$ cat src/include/lca_macros.svh
`ifndef LCA_MACROS_SVH
`define LCA_MACROS_SVH

// number of logic blocks in the array
`define LCA_NUM_CLB 4

// configuration bits held by one block
`define LCA_CLB_CFG_W 36

// whole serial frame, all blocks back to back
`define LCA_FRAME_W 144

// wide enough to count every bit of the frame
`define LCA_CNT_W 8

`endif

$ cat src/design/lca_pkg.sv
`default_nettype none

package lca_pkg;

   // how the 16-entry table is addressed
   typedef enum logic [1:0] {
      MODE_ONE4 = 2'd0, // one function of four inputs
      MODE_TWO3 = 2'd1, // two functions of three inputs
      MODE_BSEL = 2'd2  // b picks the table half
   } comb_mode_e;

   typedef enum logic [1:0] {
      ST_IDLE  = 2'd0,
      ST_SHIFT = 2'd1,
      ST_DONE  = 2'd2
   } cfg_state_e;

   // one block's configuration, msb first as it arrives on the serial port
   typedef struct packed {
      logic [15:0] lut;
      comb_mode_e  mode;
      logic [2:0]  in_sel_f; // bit 2 a/b, bit 1 b/c, bit 0 c/dq1
      logic [2:0]  in_sel_g;
      logic [1:0]  dq_sel;   // per bit, 0 takes d and 1 takes q
      logic [1:0]  s_sel;
      logic [1:0]  r_sel;
      logic [1:0]  ce_sel;
      logic [1:0]  x_sel;
      logic [1:0]  y_sel;
   } clb_cfg_t;

   typedef struct packed {
      logic a;
      logic b;
      logic c;
      logic k; // shared across all blocks
   } clb_pins_t;

endpackage

`default_nettype wire

$ cat src/design/cfg_loader_fsm.sv
`timescale 1ns/1ps
`default_nettype none

module cfg_loader_fsm (
   input  wire  KLK,
   input  wire  rst_n,
   input  wire  cfg_start,
   input  wire  cfg_strobe,
   input  wire  cnt_last,
   output logic clr_cnt,
   output logic shift_en,
   output logic commit,
   output logic clear_active,
   output logic cfg_done
);

   lca_pkg::cfg_state_e state;
   lca_pkg::cfg_state_e state_nxt;

   // a start always wins, even over a strobe in the same cycle
   assign clr_cnt      = cfg_start;
   assign clear_active = cfg_start;
   assign shift_en     = cfg_strobe && !cfg_start && (state == lca_pkg::ST_SHIFT);
   assign commit       = shift_en && cnt_last; // the strobe carrying the final bit

   always_comb
   begin
      state_nxt = state;
      if (cfg_start)
      begin
         state_nxt = lca_pkg::ST_SHIFT;
      end
      else if (commit)
      begin
         state_nxt = lca_pkg::ST_DONE;
      end
   end

   always_ff @(posedge KLK or negedge rst_n)
   begin
      if (!rst_n)
      begin
         state    <= lca_pkg::ST_IDLE;
         cfg_done <= 1'b0;
      end
      else
      begin
         state    <= state_nxt;
         cfg_done <= (state_nxt == lca_pkg::ST_DONE); // tracks ST_DONE exactly
      end
   end

endmodule

`default_nettype wire

$ cat src/design/cfg_bit_counter.sv
`timescale 1ns/1ps
`default_nettype none
`include "lca_macros.svh"

module cfg_bit_counter (
   input  wire  KLK,
   input  wire  rst_n,
   input  wire  clr_cnt,
   input  wire  shift_en,
   output logic cnt_last
);

   localparam logic [`LCA_CNT_W-1:0] LAST_CNT = `LCA_CNT_W'(`LCA_FRAME_W - 1);

   logic [`LCA_CNT_W-1:0] cnt;

   always_ff @(posedge KLK or negedge rst_n)
   begin
      if (!rst_n)
         cnt <= '0;
      else if (clr_cnt)
         cnt <= '0;
      else if (shift_en)
         cnt <= cnt + 1'b1;
   end

   // high while the next strobe is the last one of the frame
   assign cnt_last = (cnt == LAST_CNT);

endmodule

`default_nettype wire

$ cat src/design/cfg_frame.sv
`timescale 1ns/1ps
`default_nettype none
`include "lca_macros.svh"

module cfg_frame (
   input  wire                                      KLK,
   input  wire                                      rst_n,
   input  wire                                      shift_en,
   input  wire                                      cfg_bit,
   input  wire                                      commit,
   input  wire                                      clear_active,
   output lca_pkg::clb_cfg_t [`LCA_NUM_CLB-1:0]     cfg
);

   logic [`LCA_FRAME_W-1:0] shadow;
   logic [`LCA_FRAME_W-1:0] shadow_nxt;
   logic [`LCA_FRAME_W-1:0] active;

   // bits enter at the bottom, so the first one sent ends up on top
   assign shadow_nxt = {shadow[`LCA_FRAME_W-2:0], cfg_bit};

   always_ff @(posedge KLK)
   begin
      if (shift_en)
         shadow <= shadow_nxt;
   end

   always_ff @(posedge KLK or negedge rst_n)
   begin
      if (!rst_n)
      begin
         active <= '0;
      end
      else if (clear_active)
      begin
         active <= '0;
      end
      else if (commit)
      begin
         active <= shadow_nxt; // includes the bit arriving with the commit
      end
   end

   // block i sits in bits [36i+35:36i]
   assign cfg = active;

endmodule

`default_nettype wire

$ cat src/design/clb.sv
`timescale 1ns/1ps
`default_nettype none

module clb (
   input  wire               KLK,
   input  wire               rst_n,
   input  lca_pkg::clb_cfg_t cfg,
   input  lca_pkg::clb_pins_t pins,
   input  wire               d,
   input  wire               run,
   input  wire               clr_q,
   output logic              x,
   output logic              y
);

   logic q;
   logic dq1, dq2;
   logic f, g;
   logic p_f, q_f, r_f;
   logic p_g, q_g, r_g;
   logic s, r, ce;

   assign dq1 = cfg.dq_sel[0] ? q : d;
   assign dq2 = cfg.dq_sel[1] ? q : d;

   // input muxes for the two 3-input functions
   assign p_f = cfg.in_sel_f[2] ? pins.b : pins.a;
   assign q_f = cfg.in_sel_f[1] ? pins.c : pins.b;
   assign r_f = cfg.in_sel_f[0] ? dq1    : pins.c;
   assign p_g = cfg.in_sel_g[2] ? pins.b : pins.a;
   assign q_g = cfg.in_sel_g[1] ? pins.c : pins.b;
   assign r_g = cfg.in_sel_g[0] ? dq2    : pins.c;

   always_comb
   begin
      case (cfg.mode)
         lca_pkg::MODE_ONE4:
         begin
            f = cfg.lut[{pins.a, pins.b, pins.c, dq1}];
            g = f;
         end
         lca_pkg::MODE_TWO3:
         begin
            f = cfg.lut[{1'b0, p_f, q_f, r_f}]; // lower half of the table
            g = cfg.lut[{1'b1, p_g, q_g, r_g}];
         end
         default:
         begin
            // mode 3 lands here as well
            if (pins.b)
               f = cfg.lut[{1'b1, pins.a, pins.c, dq2}];
            else
               f = cfg.lut[{1'b0, pins.a, pins.c, dq1}];
            g = f;
         end
      endcase
   end

   assign s  = (cfg.s_sel == 2'd0) ? pins.a : (cfg.s_sel == 2'd1) ? f : 1'b0;
   assign r  = (cfg.r_sel == 2'd0) ? d      : (cfg.r_sel == 2'd1) ? g : 1'b0;
   assign ce = (cfg.ce_sel == 2'd0) ? 1'b1  : (cfg.ce_sel == 2'd1) ? pins.c : pins.k;

   always_ff @(posedge KLK or negedge rst_n)
   begin
      if (!rst_n)
      begin
         q <= 1'b0;
      end
      else if (clr_q)
      begin
         q <= 1'b0;
      end
      else if (run && ce)
      begin
         if (r)
            q <= 1'b0; // reset beats set
         else if (s)
            q <= 1'b1;
         else
            q <= f;
      end
   end

   assign x = (cfg.x_sel == 2'd0) ? f : (cfg.x_sel == 2'd1) ? g : q;
   assign y = (cfg.y_sel == 2'd0) ? q : (cfg.y_sel == 2'd1) ? g : f;

endmodule

`default_nettype wire

$ cat src/design/lca_top.sv
`timescale 1ns/1ps
`default_nettype none
`include "lca_macros.svh"

module lca_top (
   input  wire                          KLK,
   input  wire                          rst_n,
   input  wire                          cfg_start,
   input  wire                          cfg_strobe,
   input  wire                          cfg_bit,
   output logic                         cfg_done,
   input  wire  [3*`LCA_NUM_CLB-1:0]    usr_abc,
   input  wire                          usr_d,
   input  wire                          usr_k,
   output logic [2*`LCA_NUM_CLB-1:0]    usr_out
);

   logic clr_cnt, shift_en, commit, clear_active, cnt_last;

   lca_pkg::clb_cfg_t  [`LCA_NUM_CLB-1:0] active_cfg;
   lca_pkg::clb_pins_t [`LCA_NUM_CLB-1:0] clb_pins;
   logic [`LCA_NUM_CLB-1:0] clb_d;
   logic [`LCA_NUM_CLB-1:0] clb_x;
   logic [`LCA_NUM_CLB-1:0] clb_y;

   cfg_loader_fsm i_loader (
      .KLK          (KLK),
      .rst_n        (rst_n),
      .cfg_start    (cfg_start),
      .cfg_strobe   (cfg_strobe),
      .cnt_last     (cnt_last),
      .clr_cnt      (clr_cnt),
      .shift_en     (shift_en),
      .commit       (commit),
      .clear_active (clear_active),
      .cfg_done     (cfg_done)
   );

   cfg_bit_counter i_counter (
      .KLK      (KLK),
      .rst_n    (rst_n),
      .clr_cnt  (clr_cnt),
      .shift_en (shift_en),
      .cnt_last (cnt_last)
   );

   cfg_frame i_frame (
      .KLK          (KLK),
      .rst_n        (rst_n),
      .shift_en     (shift_en),
      .cfg_bit      (cfg_bit),
      .commit       (commit),
      .clear_active (clear_active),
      .cfg          (active_cfg)
   );

   for (genvar i = 0; i < `LCA_NUM_CLB; i++)
   begin : g_clb
      // a is the top bit of each group of three
      assign clb_pins[i] = '{a: usr_abc[3*i+2], b: usr_abc[3*i+1], c: usr_abc[3*i], k: usr_k};

      if (i == 0)
      begin : g_head
         assign clb_d[i] = usr_d;
      end
      else
      begin : g_chain
         assign clb_d[i] = clb_x[i-1]; // x of the previous block feeds d
      end

      clb i_clb (
         .KLK   (KLK),
         .rst_n (rst_n),
         .cfg   (active_cfg[i]),
         .pins  (clb_pins[i]),
         .d     (clb_d[i]),
         .run   (cfg_done),
         .clr_q (clear_active),
         .x     (clb_x[i]),
         .y     (clb_y[i])
      );

      assign usr_out[2*i]   = clb_x[i];
      assign usr_out[2*i+1] = clb_y[i];
   end

endmodule

`default_nettype wire

$ cat config.mk
export PLATFORM = sky130hd
export DESIGN_NAME = lca_top
export DESIGN_NICKNAME = d
export VERILOG_FILES = /design/src/design/lca_pkg.sv /design/src/design/cfg_loader_fsm.sv /design/src/design/cfg_bit_counter.sv /design/src/design/cfg_frame.sv /design/src/design/clb.sv /design/src/design/lca_top.sv
export VERILOG_INCLUDE_DIRS = /design/src /design/src/include
export SDC_FILE = /design/constraint.sdc
export NUM_CORES = 1
export LEC_CHECK = 0
export ABC_AREA = 1
export BUFFER_PORTS_ARGS = -buffer_cell sky130_fd_sc_hd__buf_4
export CORE_UTILIZATION = 30
export CTS_CLUSTER_DIAMETER = 60
export CTS_CLUSTER_SIZE = 28
export DETAILED_ROUTE_END_ITERATION = 10
export SKIP_LAST_GASP = 1
export SYNTH_ARGS = -nofsm -noshare
export SYNTH_HDL_FRONTEND = slang
export SYNTH_SLANG_ARGS = --single-unit
$ cat constraint.sdc
create_clock -name KLK -period 7.25 [get_ports KLK]
set_input_delay 0.3625 -clock KLK [delete_from_list [all_inputs] [get_ports KLK]]
set_output_delay 0.3625 -clock KLK [all_outputs]
set_load 0.005 [all_outputs]
# Word level (Yosys, flattened, before mapping)
# Cells that the tools add are included.
classes:
  addsub: 1
  magnitude_cmp: 20
  eq_ne: 27
  mux: 146
  n_reduce_logical: 38
op_table:
  columns: ["cell", "count"]
  rows:
  - ["144-bit two-way mux", 2]
  - ["1-bit two-way mux", 112]
  - ["4-bit by 5-bit less-than comparator with 1-bit output (second input constant)", 12]
  - ["2-bit by 1-bit == test with 1-bit output (second input constant)", 25]
  - ["1-bit binary-select mux with 3-bit select", 16]
  - ["2-bit zero test", 24]
  - ["3-bit by 5-bit less-than comparator with 1-bit output (second input constant)", 8]
  - ["1-bit binary-select mux with 4-bit select", 4]
  - ["8-bit two-way mux", 2]
  - ["1-bit one-hot mux with 2 select lines", 8]
  - ["2-bit nonzero test", 6]
  - ["8-bit by 1-bit adder with 8-bit output (second input constant)", 1]
  - ["8-bit == test (second input constant)", 1]
  - ["1-bit logical AND", 7]
  - ["2-bit two-way mux", 2]
  - ["2-bit == test (second input constant)", 1]
  - ["1-bit zero test", 1]
totals:
  regBits: 302
  inputBits: 19
  output_inout_bits: 9
  word_cells: 241

# Longest topological paths before layout
# Gate-level depths: netlist (run 1).
depth:
  depth_word: 32
  depth_mapped: 47
  ltp_nobuf: 47

# Hierarchy
# From an unflattened synthesis (run 1), not the netlist that was laid out.
hier_totals:
  hier_cells: 1477
  hier_area_um2: 13837.0
by_module_without_submodules:
  columns: ["mod", "instances", "cells_each", "area_per_inst_um2"]
  rows:
  - ["cfg_frame", 1, 767, 9988.3]
  - ["clb", 4, 157, 807.0]
  - ["cfg_bit_counter", 1, 62, 461.7]
  - ["cfg_loader_fsm", 1, 20, 158.9]

# Worst setup path before layout (run 1)
# Ideal clock, no wire load.
synth_timing:
  path_type: "in2reg"
  startpoint: "input cfg_start"
  endpoint: "register i_frame.active[100], in the netlist i_frame.cfg[100]"
  setup_ps: 130
  arrival_time_ps: 4612
  required_ps: 7120
  slack_ps: 2509
  path_stages: 10
  path_buffers: 2
  cell_sequence: "clkinv_1 -> nand4_1 -> inv_1 -> nand2_1 -> inv_1 -> nand2_1 -> nand2_1 -> clkbuf_1 -> clkbuf_1 -> o21ai_0"
synth_via:
  elab_chain_cells: 5
synth_rtl:
  columns: ["item", "line_no", "source"]
  rows:
  - ["start, declared", "lca_top.sv:8", "input wire cfg_start,"]
  - ["1-bit zero test", "cfg_loader_fsm.sv:23", "assign shift_en = cfg_strobe && !cfg_start && (state == lca_pkg::ST_SHIFT);"]
  - ["1-bit logical AND (2 in a row)", "cfg_loader_fsm.sv:23", null]
  - ["via i_counter.shift_en", "cfg_bit_counter.sv:9", "input wire shift_en,"]
  - ["1-bit logical AND", "cfg_loader_fsm.sv:24", "assign commit = shift_en && cnt_last;"]
  - ["2-bit nonzero test (no source line)", null, null]
  - ["end signal, assigned", "cfg_frame.sv:40", "active <= shadow_nxt;"]
  - ["end, declared", "cfg_frame.sv:17", "logic [`LCA_FRAME_W-1:0] active;"]
# The timed path passes the listed nets, and every way through them passes these cells.
# A chain may end at the register's enable or synchronous reset.

# Worst setup path in the final report (run 1)
layout_timing:
  startpoint: "register g_clb[0].i_clb.q"
  endpoint: "output usr_out[7]"
layout_via:
  elab_chain_cells: 28
layout_rtl:
  columns: ["item", "line_no", "source"]
  rows:
  - ["start, declared", "clb.sv:16", "logic q;"]
  - ["start signal, assigned", "clb.sv:67", "q <= 1'b0;"]
  - ["start signal, assigned", "clb.sv:71", "q <= 1'b0;"]
  - ["start signal, assigned", "clb.sv:76", "q <= 1'b0;"]
  - ["1-bit two-way mux, on equally long branches", "clb.sv:23, clb.sv:24", null]
  - ["1-bit binary-select mux with 3-bit select (tied with other cells)", "clb.sv:53", "f = cfg.lut[{1'b0, pins.a, pins.c, dq1}];"]
  - ["1-bit two-way mux (not written as such) (tied with other cells)", "clb.sv:53", null]
  - ["1-bit two-way mux, on equally long branches", "clb.sv:50, clb.sv:45", null]
  - ["1-bit one-hot mux with 2 select lines", "clb.sv:36", "case (cfg.mode)"]
  - ["1-bit two-way mux", "clb.sv:84", "assign x = (cfg.x_sel == 2'd0) ? f : (cfg.x_sel == 2'd1) ? g : q;"]
  - ["1-bit two-way mux (*)", "clb.sv:84", null]
  - ["1-bit two-way mux, on equally long branches", "clb.sv:23, clb.sv:24", null]
  - ["(+11 left out)", null, null]
  - ["1-bit two-way mux", "clb.sv:84", null]
  - ["1-bit two-way mux (*)", "clb.sv:84", null]
  - ["1-bit two-way mux, on equally long branches", "clb.sv:23, clb.sv:24", null]
  - ["1-bit binary-select mux with 3-bit select (tied with other cells)", "clb.sv:53", null]
  - ["1-bit two-way mux (not written as such) (tied with other cells)", "clb.sv:53", null]
  - ["1-bit two-way mux, on equally long branches", "clb.sv:50, clb.sv:44, clb.sv:45", null]
  - ["1-bit one-hot mux with 2 select lines", "clb.sv:36", null]
  - ["1-bit two-way mux (*) (2 in a row)", "clb.sv:85", "assign y = (cfg.y_sel == 2'd0) ? q : (cfg.y_sel == 2'd1) ? g : f;"]
  - ["end, declared", "lca_top.sv:15", "output logic [2*`LCA_NUM_CLB-1:0] usr_out"]
# Every way passes the cells marked *; elsewhere a longest branch is shown, timed or not. The select of a mux whose other input is x is not followed.

==> qor.csv, run 1 <==
stage,metric,value,unit
timing,clk_skew,0.02094,ns
global_routing,antenna violations before repair,0,
cts,CTS Hold Bufs,3,
floorplan,IO Count,28,
global_routing,Total GRT Usage,0.1434,
routing,drt drc,0,
floorplan,Chip Height,215.1,um
cts,later-pin clock latency in the skew report,0.57,ns
critical_path,Setup Crit Path Kind,reg -> out,
timing,pins over their slew limit,0,
power_and_ir_drop,PwrDens,222.2,mW/mm2
cts,PostCTS Resize Cnt,0,
place,Inst Count DP,1959,
timing,Slew Limit Headroom,0.2127,
timing,sum of negative setup slack,0,ns
floorplan,Die ar.,0.04625,mm2
routing,initial DRC count,652,
timing,Final min period,5.919,ns
global_routing,first-pass GRT wire length,54.30,mm
routing,vias post-DR,10080,
timing,final period utilization,0.8165,
cts,CTS buffer count,24,
cells_and_area,nets@finish,1416,
yosys,share of the synthesized area in the top cell type,0.3153,
cts,clk sinks,302,
yosys,ranking of synthesized cells by area,"edfxtp_1 (32%), dfrtp_1 (29%), nand3_1 (15%)",
yosys,library cells used by synthesis,31,
cells_and_area,diodes inserted,0,
floorplan,Die Wd,215.1,um
yosys,dominant cell type by area after synthesis,edfxtp_1,
floorplan,Rows,77,
yosys,Ys Warns,0,
critical_path,max incr delay on CP,0.45,ns
routing,drt total wl,32.78,mm
critical_path,startpoint class of the critical path,flip-flop,
cells_and_area,share of layout cells above drive strength 1,0.1011,
power_and_ir_drop,Power Total,3.378,mW
cts,clock tree from TritonCTS,done,
critical_path,Worst setup EP type,output port,
yosys,"Net Count, Synth",1416,
critical_path,CP Max Fanout,9,
timing,count of final setup violators,0,
outcome,status,"finished, final reports clean",
critical_path,CP max stage cell,dfrtp_1,
power_and_ir_drop,VDD IR-drop max,0.0001529,V
yosys,post-synthesis cell count,1396,
timing,Final Hold Fails,0,
cts,CTS HTree Levels,1,
timing,RSZ-0062 raised after global routing,false,
place,buffers added on ports,27,
critical_path,worst path required time,6.89,ns
routing,Detail Route Antenna Nets,0,
yosys,register area share after synthesis,0.6074,
critical_path,WP data arrival,5.56,ns
timing,Worst-Margin Slew,1.181,ns
cts,Clock Tree Root,clkbuf_16,
cts,clock tree buffer depth,3,
floorplan,core area,0.04451,mm2
global_routing,pin count of the biggest net entering global routing,104,
routing,drt wl/cell,16.34,um
global_routing,GR Overflow Total,0,
place,RD Place Congestion,0.8756,
floorplan,initial core utilization,0.3060,
critical_path,"Top cell by count, worst path",nand3_1,
flow_run,MaxCap Viol Count,0,
cells_and_area,Synth-to-Final Area Change,11.61,%
cts,Setup Buffers After CTS,0,
cells_and_area,final non-filler cell total,2006,
timing,Fmax achieved,168.9,MHz
power_and_ir_drop,leak pwr,5.773,nW
yosys,#FFs+latches synth,302,
timing,Fin Hold WS,0.3146,ns
min_path,Hold WC Path Type,in -> reg,
cts,"CTS clk-pin slew, worst paths",0.10,ns
global_routing,vias in the first global route,10120,
place,hpwl dp,21.03,mm
yosys,Synth Area per Inst,9.756,um2
routing,Pre-antenna DRT Iters,5,
yosys,cell area after synthesis,0.01362,mm2
routing,vias per cell,5.024,
worst paths after layout:
kind / from / end / slack (ns) / cells past startpoint
worst max-delay path: g_clb[0].i_clb.q / usr_out[7] / 1.33 / 43
worst min-delay path: usr_d / g_clb[0].i_clb.q / 0.31 / 4
worst max register to register: g_clb[0].i_clb.q / g_clb[3].i_clb.q / 2.23 / 44
worst min register to register: i_frame.shadow[37] / i_frame.shadow[38] / 0.45 / 0
max in group asynchronous: rst_n / i_frame.cfg[87] / 5.19 / 3
min in group asynchronous: rst_n / i_frame.cfg[23] / 0.44 / 2
cell families (layout without fill, tap and decap cells):
logic type / after synthesis / in the layout / synth area share
buffers and inverters: 217 / 235 / 0.06247
adders and majority gates: 1 / 1 / 0.0009185
and+or+nand+nor: 698 / 698 / 0.2593
DFF: 302 / 302 / 0.6074
AOI/OAI and AO/OA: 178 / 178 / 0.06982
registers in the layout, indices dropped and copies added, names as in the netlist:
register / count
g_clb.i_clb.q: 4
i_counter.cnt: 8
i_frame.cfg: 144
i_frame.shadow: 143
i_loader.cfg_done: 1
i_loader.state: 2
synthesized netlist by cell type, drive strengths merged:
cell and instances:
nand3 443, a21oi 15, nor3 10, inv 151
clkbuf 53, nor2 21, edfxtp 143, o22ai 1
nor4 1, o211ai 11, a211oi 3, nand3b 6
a31oi 1, buf 11, o311ai 2, o21ai 142
o31ai 3, nand4 8, clkinv 2, ha 1
nand2 209, dfrtp 159
critical path: cells and delay by family (launching register included):
kind,cells,cell delay [ns]
AND/OR/NAND/NOR,40,4.15
flip-flops,1,0.45
buffers and inverters,2,0.24
AO/OA/AOI/OAI,1,0.13
metal layers:
metal	vias to the layer above	track usage	wire [um]
met1	5009	0.2009	15720
met3	39	0.01996	1270
met2	172	0.2306	15100
met4	0	0.04184	692
met5	-	0	0
li1	4858	-	-
final cells by class:
| class | count | area, um2 |
|---|---|---|
| fill | 4549 | 29310 |
| clock buffer | 26 | 608.1 |
| inverter | 153 | 581.8 |
| tap | 592 | 740.7 |
| sequential | 302 | 8273 |
| clock inverter | 18 | 197.7 |
| timing repair buffer | 38 | 296.5 |
| multi-input combinational | 877 | 4503 |
power breakdown:
group          leakage, nW  internal, mW  switching [mW]
registers             3.26          1.81         0.00697
logic                 2.13        0.0528           0.138
clock network        0.385         0.656           0.718
stage by stage:
stage                     utilization  setup slack (ns)  cell area [um2]
after floorplan                     -             2.509            13620
after global placement         0.3227             1.999            14370
after detailed placement       0.3227             1.925            14370
after CTS                      0.3415             1.289            15200
after global routing           0.3415            0.6626            15200
final                          0.3415             1.331            15200
placed cells by master (no fill, tap or decap), types with 4 or more instances in the layout:
master	netlist	layout
o21ai_0	137	137
nand3_1	419	419
inv_1	149	147
nand4_2	4	4
nand3_2	24	24
buf_4	9	34
a21oi_1	15	15
nand2_4	11	11
dfrtp_1	159	159
edfxtp_1	143	143
nand2_1	181	180
nand2_2	17	18
inv_6	0	7
nor2_1	21	21
o211ai_1	11	11
inv_8	0	4
clkbuf_16	0	24
nand3b_1	6	6
nor3_1	10	9
Power figures use the tool's default switching activity.
==> run 2: changes to the inputs <==
==> constraint.sdc (replaced) <==
create_clock -name KLK -period 5.1 [get_ports KLK]
set_input_delay 0.255 -clock KLK [delete_from_list [all_inputs] [get_ports KLK]]
set_output_delay 0.255 -clock KLK [all_outputs]
set_load 0.005 [all_outputs]
==> run 2 against run 1 <==
Against the previous run: the flow now finishes with violations (negative setup slack); die area stayed put; sequential share of layout area is 2.7 points lower; first-iteration DRC count is 16% higher; final area is 5.3% higher; setup slack worse by 1.8 ns; largest cell class unchanged; largest power group unchanged.
==> qor.csv, run 2 (synthesized netlist as in run 1, its figures left out) <==
stage,metric,value,unit,change
outcome,status,finished with violations,,
outcome,failing checks,negative setup slack,,
critical_path,Worst setup EP type,output port,,
cts,Clock Tree Root,clkbuf_16,,
power_and_ir_drop,leak pwr,6.125,nW,+6.1%
cells_and_area,most frequent cells in the layout,"nand3_1 (368), nand2_1 (165), dfrtp_1 (157)",,
timing,RSZ-0062 raised after global routing,true,,
floorplan,Die ar.,0.04625,mm2,unchanged
routing,drt wl/cell,16.69,um,+2.1%
global_routing,vias in the first global route,10500,,+3.8%
critical_path,worst path required time,4.85,ns,-2.04 ns
global_routing,antenna violations before repair,0,,unchanged
global_routing,first-pass GRT wire length,56.12,mm,+3.4%
routing,initial DRC count,759,,+16%
timing,Worst-Margin Slew,0.9952,ns,-0.1859 ns
min_path,Hold WC Path Type,in -> async,,
timing,Final Hold Fails,0,,unchanged
critical_path,WP data arrival,5.27,ns,-0.29 ns
cts,clk sinks,302,,unchanged
floorplan,initial core utilization,0.3060,,unchanged
cts,CTS buffer count,25,,+4.2%
cells_and_area,nets@finish,1439,,+1.6%
global_routing,Total GRT Usage,0.1474,,+0.003925
flow_run,MaxCap Viol Count,0,,unchanged
cells_and_area,fillers,4478,,-1.6%
timing,final worst slack,-0.4281,ns,-1.759 ns
timing,pins over their slew limit,0,,unchanged
cts,later-pin clock latency in the skew report,0.57,ns,about the same
floorplan,Chip Height,215.1,um,unchanged
critical_path,"Top cell by count, worst path",nand3_2,,
routing,drt drc,0,,unchanged
global_routing,pin count of the biggest net entering global routing,85,,-18%
power_and_ir_drop,VDD IR-drop max,0.0001869,V,+22%
floorplan,Rows,77,,unchanged
cells_and_area,max reg flops,144,,unchanged
cts,"CTS clk-pin slew, worst paths",0.07,ns,-0.03 ns
cells_and_area,"commonest non-fill, non-tap cell in the layout",nand3_1,,
routing,drt total wl,33.88,mm,+3.3%
cts,clock tree from TritonCTS,done,,
floorplan,IO Count,28,,unchanged
critical_path,Setup Crit Path Kind,reg -> out,,
routing,vias per cell,5.081,,+1.1%
routing,Pre-antenna DRT Iters,5,,unchanged
cells_and_area,Seq. cell area,0.008275,mm2,about the same
place,buffers added on ports,27,,unchanged
timing,Slew Limit Headroom,0.3366,,+0.1239
routing,vias post-DR,10320,,+2.4%
place,RD Place Congestion,0.8604,,-1.7%
floorplan,Die Wd,215.1,um,unchanged
critical_path,CP max stage cell,dfrtp_2,,
critical_path,startpoint class of the critical path,flip-flop,,
critical_path,max incr delay on CP,0.46,ns,about the same
place,hpwl dp,21.57,mm,+2.5%
timing,clk_skew,0.03457,ns,+0.01363 ns
timing,final period utilization,1.084,,
cts,clock tree buffer depth,3,,unchanged
cells_and_area,share of layout cells above drive strength 1,0.1662,,+0.06507
power_and_ir_drop,PwrDens,306.1,mW/mm2,+38%
global_routing,GR Overflow Total,0,,unchanged
timing,count of final setup violators,2,,+2
floorplan,core area,0.04451,mm2,unchanged
place,DP Worst Slack,-0.1344,ns,-2.060 ns
cells_and_area,diodes inserted,0,,unchanged
timing,Fmax achieved,180.9,MHz,
routing,Detail Route Antenna Nets,0,,unchanged
critical_path,CP Max Fanout,7,,-2
cts,CTS HTree Levels,1,,unchanged
timing,Final min period,5.528,ns,
timing,sum of negative setup slack,-0.8421,ns,-0.8421 ns
cells_and_area,Multi-input gate area,0.005087,mm2,+13%
cells_and_area,Synth-to-Final Area Change,17.57,%,
run 2: layout make-up:
type                    instances  area share
multi-input cells             881      0.3177
repair buffers                 56     0.02977
clock buffers                  27     0.03954
clock inverters                19     0.01344
inverters                     153     0.03649
well taps                     592     0.04626
flip-flops and latches        302      0.5168
run 2: worst max-delay path: cells and delay by family (launching register included):
family / cells / cell delay, ns
AO/OA/AOI/OAI: 2 / 0.32
buffers and inverters: 3 / 0.38
flip-flops: 1 / 0.46
AND/OR/NAND/NOR: 38 / 3.53
run 2: through the flow:
| stage | instance area, um2 | utilization | hold slack, ns | instances | power [mW] |
|---|---|---|---|---|---|
| floorplan | 13620 | - | -0.04059 | 1396 | 2.803 |
| global placement | 14400 | 0.3235 | 0.2020 | 1962 | 2.901 |
| detailed placement | 14400 | 0.3235 | 0.2166 | 1962 | 2.907 |
| CTS | 15550 | 0.3494 | 0.2196 | 2019 | 4.930 |
| global route | 16010 | 0.3598 | 0.2551 | 2030 | 5.085 |
| finish | 16010 | 0.3598 | 0.2075 | 2030 | 4.902 |
run 2: worst paths after layout:
kind	slack, ns	endpoint	startpoint	depth (start not counted)
hold reg to reg	0.44	i_frame.shadow[118]	i_frame.shadow[117]	0
setup / recovery	-0.43	usr_out[6]	i_frame.cfg[10]	43
max in group asynchronous	3.60	i_frame.cfg[7]	rst_n	3
setup reg to reg	0.31	g_clb[3].i_clb.q	i_frame.cfg[10]	43
hold / removal	0.21	i_frame.cfg[24]	rst_n	2
min in group KLK	0.24	g_clb[3].i_clb.q	usr_k	7
run 2: what timing repair did:
action,4_1_cts,5_1_grt
gates cloned,2,2
hold buffers,3,0
endpoints found under the hold margin,46,0
setup buffers,6,9
pin swaps,23,52
gates resized for setup,42,77
setup endpoints to repair,2,5
run 2: metal layers:
layer / routed length, um / GRT usage
met5: 0 / 0
met4: 705 / 0.04657
met3: 1288 / 0.01840
met2: 16030 / 0.2378
met1: 15850 / 0.2057
run 2: power by group:
group | switching, mW | internal [mW]
registers | 0.0105 | 2.57
logic | 0.224 | 0.105
clock network | 1.02 | 0.972
==> run 3: changes to the inputs <==
--- a/config.mk
+++ b/config.mk
@@ -6,9 +6,9 @@
 export SDC_FILE = /design/constraint.sdc
 export NUM_CORES = 1
 export LEC_CHECK = 0
-export ABC_AREA = 1
+export ABC_AREA = 0
 export BUFFER_PORTS_ARGS = -buffer_cell sky130_fd_sc_hd__buf_4
-export CORE_UTILIZATION = 30
+export CORE_UTILIZATION = 45
 export CTS_CLUSTER_DIAMETER = 60
 export CTS_CLUSTER_SIZE = 28
 export DETAILED_ROUTE_END_ITERATION = 10
==> run 3 against run 2 <==
Against the previous run: the flow still finishes with violations (negative setup slack); highest routed layer unchanged; utilization increased by 18 points; synthesized area increased by 5.7%; sequential power about the same; flip-flop and latch count unchanged; total power decreased by 0.37%; wire length decreased by 5.1%; combinational power decreased by 27%; clock power increased by 4%; critical path depth decreased by 20.
==> qor.csv, run 3 <==
stage,metric,value,unit,change
outcome,status,finished with violations,,
outcome,failing checks,negative setup slack,,
place,placed inst area,0.01564,mm2,+8.6%
floorplan,Chip Height,180.8,um,-16%
timing,clk_skew,0.01982,ns,-0.01475 ns
cells_and_area,share of layout cells above drive strength 1,0.2052,,+0.03902
global_routing,pin count of the biggest net entering global routing,265,,+210%
timing,pins over their slew limit,0,,unchanged
cells_and_area,Seq. cell area,0.008275,mm2,unchanged
yosys,register area share after synthesis,0.5749,,-0.03258
power_and_ir_drop,Clk pwr share,0.423,,+0.016
cells_and_area,diodes inserted,0,,unchanged
timing,Fmax achieved,149.9,MHz,-17%
yosys,Synth Area per Inst,10.98,um2,+13%
cells_and_area,nets@finish,1418,,-1.5%
power_and_ir_drop,Psw,1.157,mW,-7.9%
floorplan,core area,0.03147,mm2,-29%
yosys,compound-cell area share of the yosys netlist,0.1347,,+0.06485
critical_path,CP Max Fanout,5,,-2
global_routing,GRT busiest layer,met2,,
cells_and_area,Synth-to-Final Area Change,17.88,%,
global_routing,Total GRT Usage,0.1978,,+0.05047
timing,Final min period,6.672,ns,+1.144 ns
cts,"CTS clk-pin slew, worst paths",0.07,ns,about the same
yosys,Synth Flop Type,dfrtp_1,,
yosys,asr flop ratio synth,0.5265,,unchanged
yosys,Post-synth EDFFs,143,,unchanged
place,Inst Count DP,1759,,-10%
floorplan,Die Wd,180.8,um,-16%
power_and_ir_drop,combinational share of power,0.049,,-0.018
yosys,dominant cell type by area after synthesis,edfxtp_1,,
routing,Pre-antenna DRT Iters,7,,+2
floorplan,IO Count,28,,unchanged
min_path,Hold WC Path Type,in -> reg,,
power_and_ir_drop,PwrDens,287.9,mW/mm2,-6.0%
yosys,main combinational cell family by area after synthesis,simple AND/OR/NAND/NOR gates,,
cts,Clock Tree Root,clkbuf_16,,
routing,vias per cell,5.526,,+8.7%
floorplan,Rows,65,,-16%
yosys,"count leader, synth",nand2_1,,
yosys,Adder-Cell Fraction of Synth Area,0.0008694,,-0.00004928
timing,Final Hold Fails,0,,unchanged
global_routing,GRT met1 Usage,0.2938,,+0.08810
yosys,"Net Count, Synth",1331,,-6.0%
min_path,Hold Path Stages,2,,
timing,RSZ-0062 raised after global routing,true,,
timing,Slew Limit Headroom,0.3214,,-0.01520
power_and_ir_drop,internal power,3.727,mW,+2.2%
critical_path,Worst setup EP type,output port,,
floorplan,initial core utilization,0.4572,,+0.1513
yosys,simple logic cell fraction of the synthesized area,0.1749,,-0.08442
global_routing,first-pass GRT wire length,52.65,mm,-6.2%
global_routing,vias in the first global route,9849,,-6.2%
routing,vias post-DR,10060,,-2.5%
yosys,share of the synthesized area in the top cell type,0.2984,,-0.01691
yosys,cell area after synthesis,0.01439,mm2,+5.7%
flow_run,MaxCap Viol Count,0,,unchanged
power_and_ir_drop,Reg power frac,0.528,,+0.002
cts,CTS buffer count,26,,+4.0%
place,buffers added on ports,27,,unchanged
routing,Detail Route Antenna Nets,0,,unchanged
cts,clock tree from TritonCTS,done,,
yosys,library cells used by synthesis,82,,+160%
place,DP Worst Slack,-1.276,ns,-1.142 ns
yosys,#FFs+latches synth,302,,unchanged
cts,clock tree buffer depth,3,,unchanged
critical_path,worst path required time,4.85,ns,about the same
timing,final period utilization,1.308,,+0.2243
cts,later-pin clock latency in the skew report,0.56,ns,about the same
global_routing,antenna violations before repair,0,,unchanged
yosys,ranking of synthesized cells by area,"edfxtp_1 (30%), dfrtp_1 (28%), nand2b_1 (6.3%)",,
floorplan,Die ar.,0.03270,mm2,-29%
timing,final worst slack,-1.572,ns,-1.144 ns
power_and_ir_drop,leak pwr,6.185,nW,+0.98%
cells_and_area,final non-filler cell total,1820,,-10%
yosys,post-synthesis mux area share,0.08059,,+0.08059
critical_path,WP data arrival,6.42,ns,+1.15 ns
place,hpwl dp,20.40,mm,-5.4%
cells_and_area,Multi-input gate area,0.006037,mm2,+19%
critical_path,startpoint class of the critical path,flip-flop,,
timing,count of final setup violators,5,,+3
routing,initial DRC count,735,,-3.2%
cts,clk sinks,302,,unchanged
global_routing,met2 GRT Util,0.3067,,+0.06896
cells_and_area,most frequent cells in the layout,"nand2_1 (201), o21ai_0 (162), dfrtp_1 (157)",,
routing,drt drc,0,,unchanged
cts,CTS HTree Levels,1,,unchanged
cells_and_area,max reg flops,144,,unchanged
cells_and_area,Post-Layout Inst Area,0.01696,mm2,+5.9%
critical_path,Reg2Reg Depth,22,,-49%
global_routing,GR Overflow Total,0,,unchanged
power_and_ir_drop,switching share of power,0.2368,,-0.01937
critical_path,Setup Crit Path Kind,reg -> out,,
cells_and_area,fillers,2731,,-39%
routing,drt wl/cell,17.67,um,+5.9%
timing,Worst-Margin Slew,1.018,ns,+0.02280 ns
yosys,Ys Warns,0,,unchanged
yosys,post-synthesis cell count,1311,,-6.1%
cells_and_area,"commonest non-fill, non-tap cell in the layout",nand2_1,,
yosys,"top cells by count, synth","nand2_1 (201), o21ai_0 (165), dfrtp_1 (159), nand2b_1 (144), edfxtp_1 (143)",,
place,RD Place Congestion,0.8890,,+3.3%
routing,drt total wl,32.16,mm,-5.1%
power_and_ir_drop,VDD IR-drop max,0.0002153,V,+15%
global_routing,met3 Use GR,0.02701,,+0.008610
yosys,Synth Area in XOR/XNOR,0.001217,,+0.001217
run 3: cell types whose count changed after synthesis, moves of 19 or more:
cell | before | now
nand2b_1 | 0 | 144
clkbuf_1 | 53 | 72
nand3_2 | 24 | 1
inv_1 | 149 | 27
nand2_1 | 181 | 201
o31ai_1 | 3 | 22
nand3_1 | 419 | 16
o21ai_0 | 137 | 165
mux2i_1 | 0 | 51
nor2_1 | 21 | 52
run 3: what timing repair did:
| action | 4_1_cts | 5_1_grt |
|---|---|---|
| buffers inserted | 5 | 7 |
| endpoints found under the setup margin | 6 | 6 |
| hold endpoints to repair | 68 | 0 |
| hold buffers | 2 | 0 |
| pin swaps | 25 | 27 |
| resized for setup | 26 | 37 |
run 3: kinds of logic (layout without fill, tap and decap cells):
family | after synthesis | after routing
buffers and inverters | 115 | 222
and+or+nand+nor | 502 | 502
DFF | 302 | 302
adders and majority gates | 1 | 1
AOI/OAI and AO/OA | 304 | 304
xor gates and xnor gates | 2 | 2
muxes | 85 | 85
run 3: final timing paths:
check / start / to / slack (ns)
max in group asynchronous: rst_n / i_frame.cfg[115] / 3.65
setup / recovery: i_frame.cfg[10] / usr_out[7] / -1.57
hold reg to reg: i_frame.shadow[116] / i_frame.shadow[117] / 0.44
setup reg to reg: i_frame.cfg[10] / g_clb[3].i_clb.q / -0.95
min in group asynchronous: rst_n / i_frame.cfg[52] / 0.28
hold / removal: cfg_start / i_loader.state[1] / 0.14
run 3: area by class of cell:
cell class,count,area share
timing repair buffer,146,0.06727
clock inverter,18,0.01276
tap,402,0.02965
multi-input combinational,894,0.3559
sequential,302,0.4878
inverter,28,0.006196
clock buffer,30,0.04042
run 3: power groups by stage:
stage | combinational, mW | sequential, mW | clock (mW)
2_1_floorplan | 0.129 | 2.63 | 0
3_3_place_gp | 0.226 | 2.63 | 0
3_5_place_dp | 0.228 | 2.63 | 0
4_1_cts | 0.235 | 2.58 | 2.13
5_1_grt | 0.264 | 2.58 | 2.22
6_report | 0.240 | 2.58 | 2.07
run 3: routing by layer:
metal  vias to the layer above  wire length, um
li1                       4883                -
met1                      4907            15720
met2                       214            14410
met3                        53             1433
met4                         0              600
met5                         -                0
run 3: critical path, stage by stage (launching register included):
cell	delay (ns)
dfrtp_1	0.41
mux2i_4	0.23
buf_4	0.16
a22o_4	0.23
o311ai_4	0.32
nor4_4	0.09
buf_4	0.16
or4_4	0.52
or3b_4	0.40
a21oi_2	0.12
a41o_1	0.19
o31a_4	0.20
nand3_4	0.09
a41oi_4	0.20
mux4_2	0.56
a22o_4	0.28
or2_4	0.26
a41o_1	0.24
mux4_2	0.43
mux2i_1	0.17
nor2_1	0.09
o31ai_1	0.24
a32oi_1	0.14
buf_4	0.15
run 3: per-stage QoR:
| step | total power [mW] | setup TNS [ns] | hold slack (ns) | util |
|---|---|---|---|---|
| 6_report | 4.883 | -4.920 | 0.1360 | 0.5390 |
| 5_1_grt | 5.062 | -6.355 | 0.1408 | 0.5390 |
| 4_1_cts | 4.941 | -5.524 | 0.1273 | 0.5313 |
| 3_5_place_dp | 2.858 | -4.175 | 0.3169 | 0.4969 |
| 3_3_place_gp | 2.856 | -3.071 | 0.3100 | 0.4969 |
| 2_1_floorplan | 2.759 | -1.714 | -0.04059 | - |
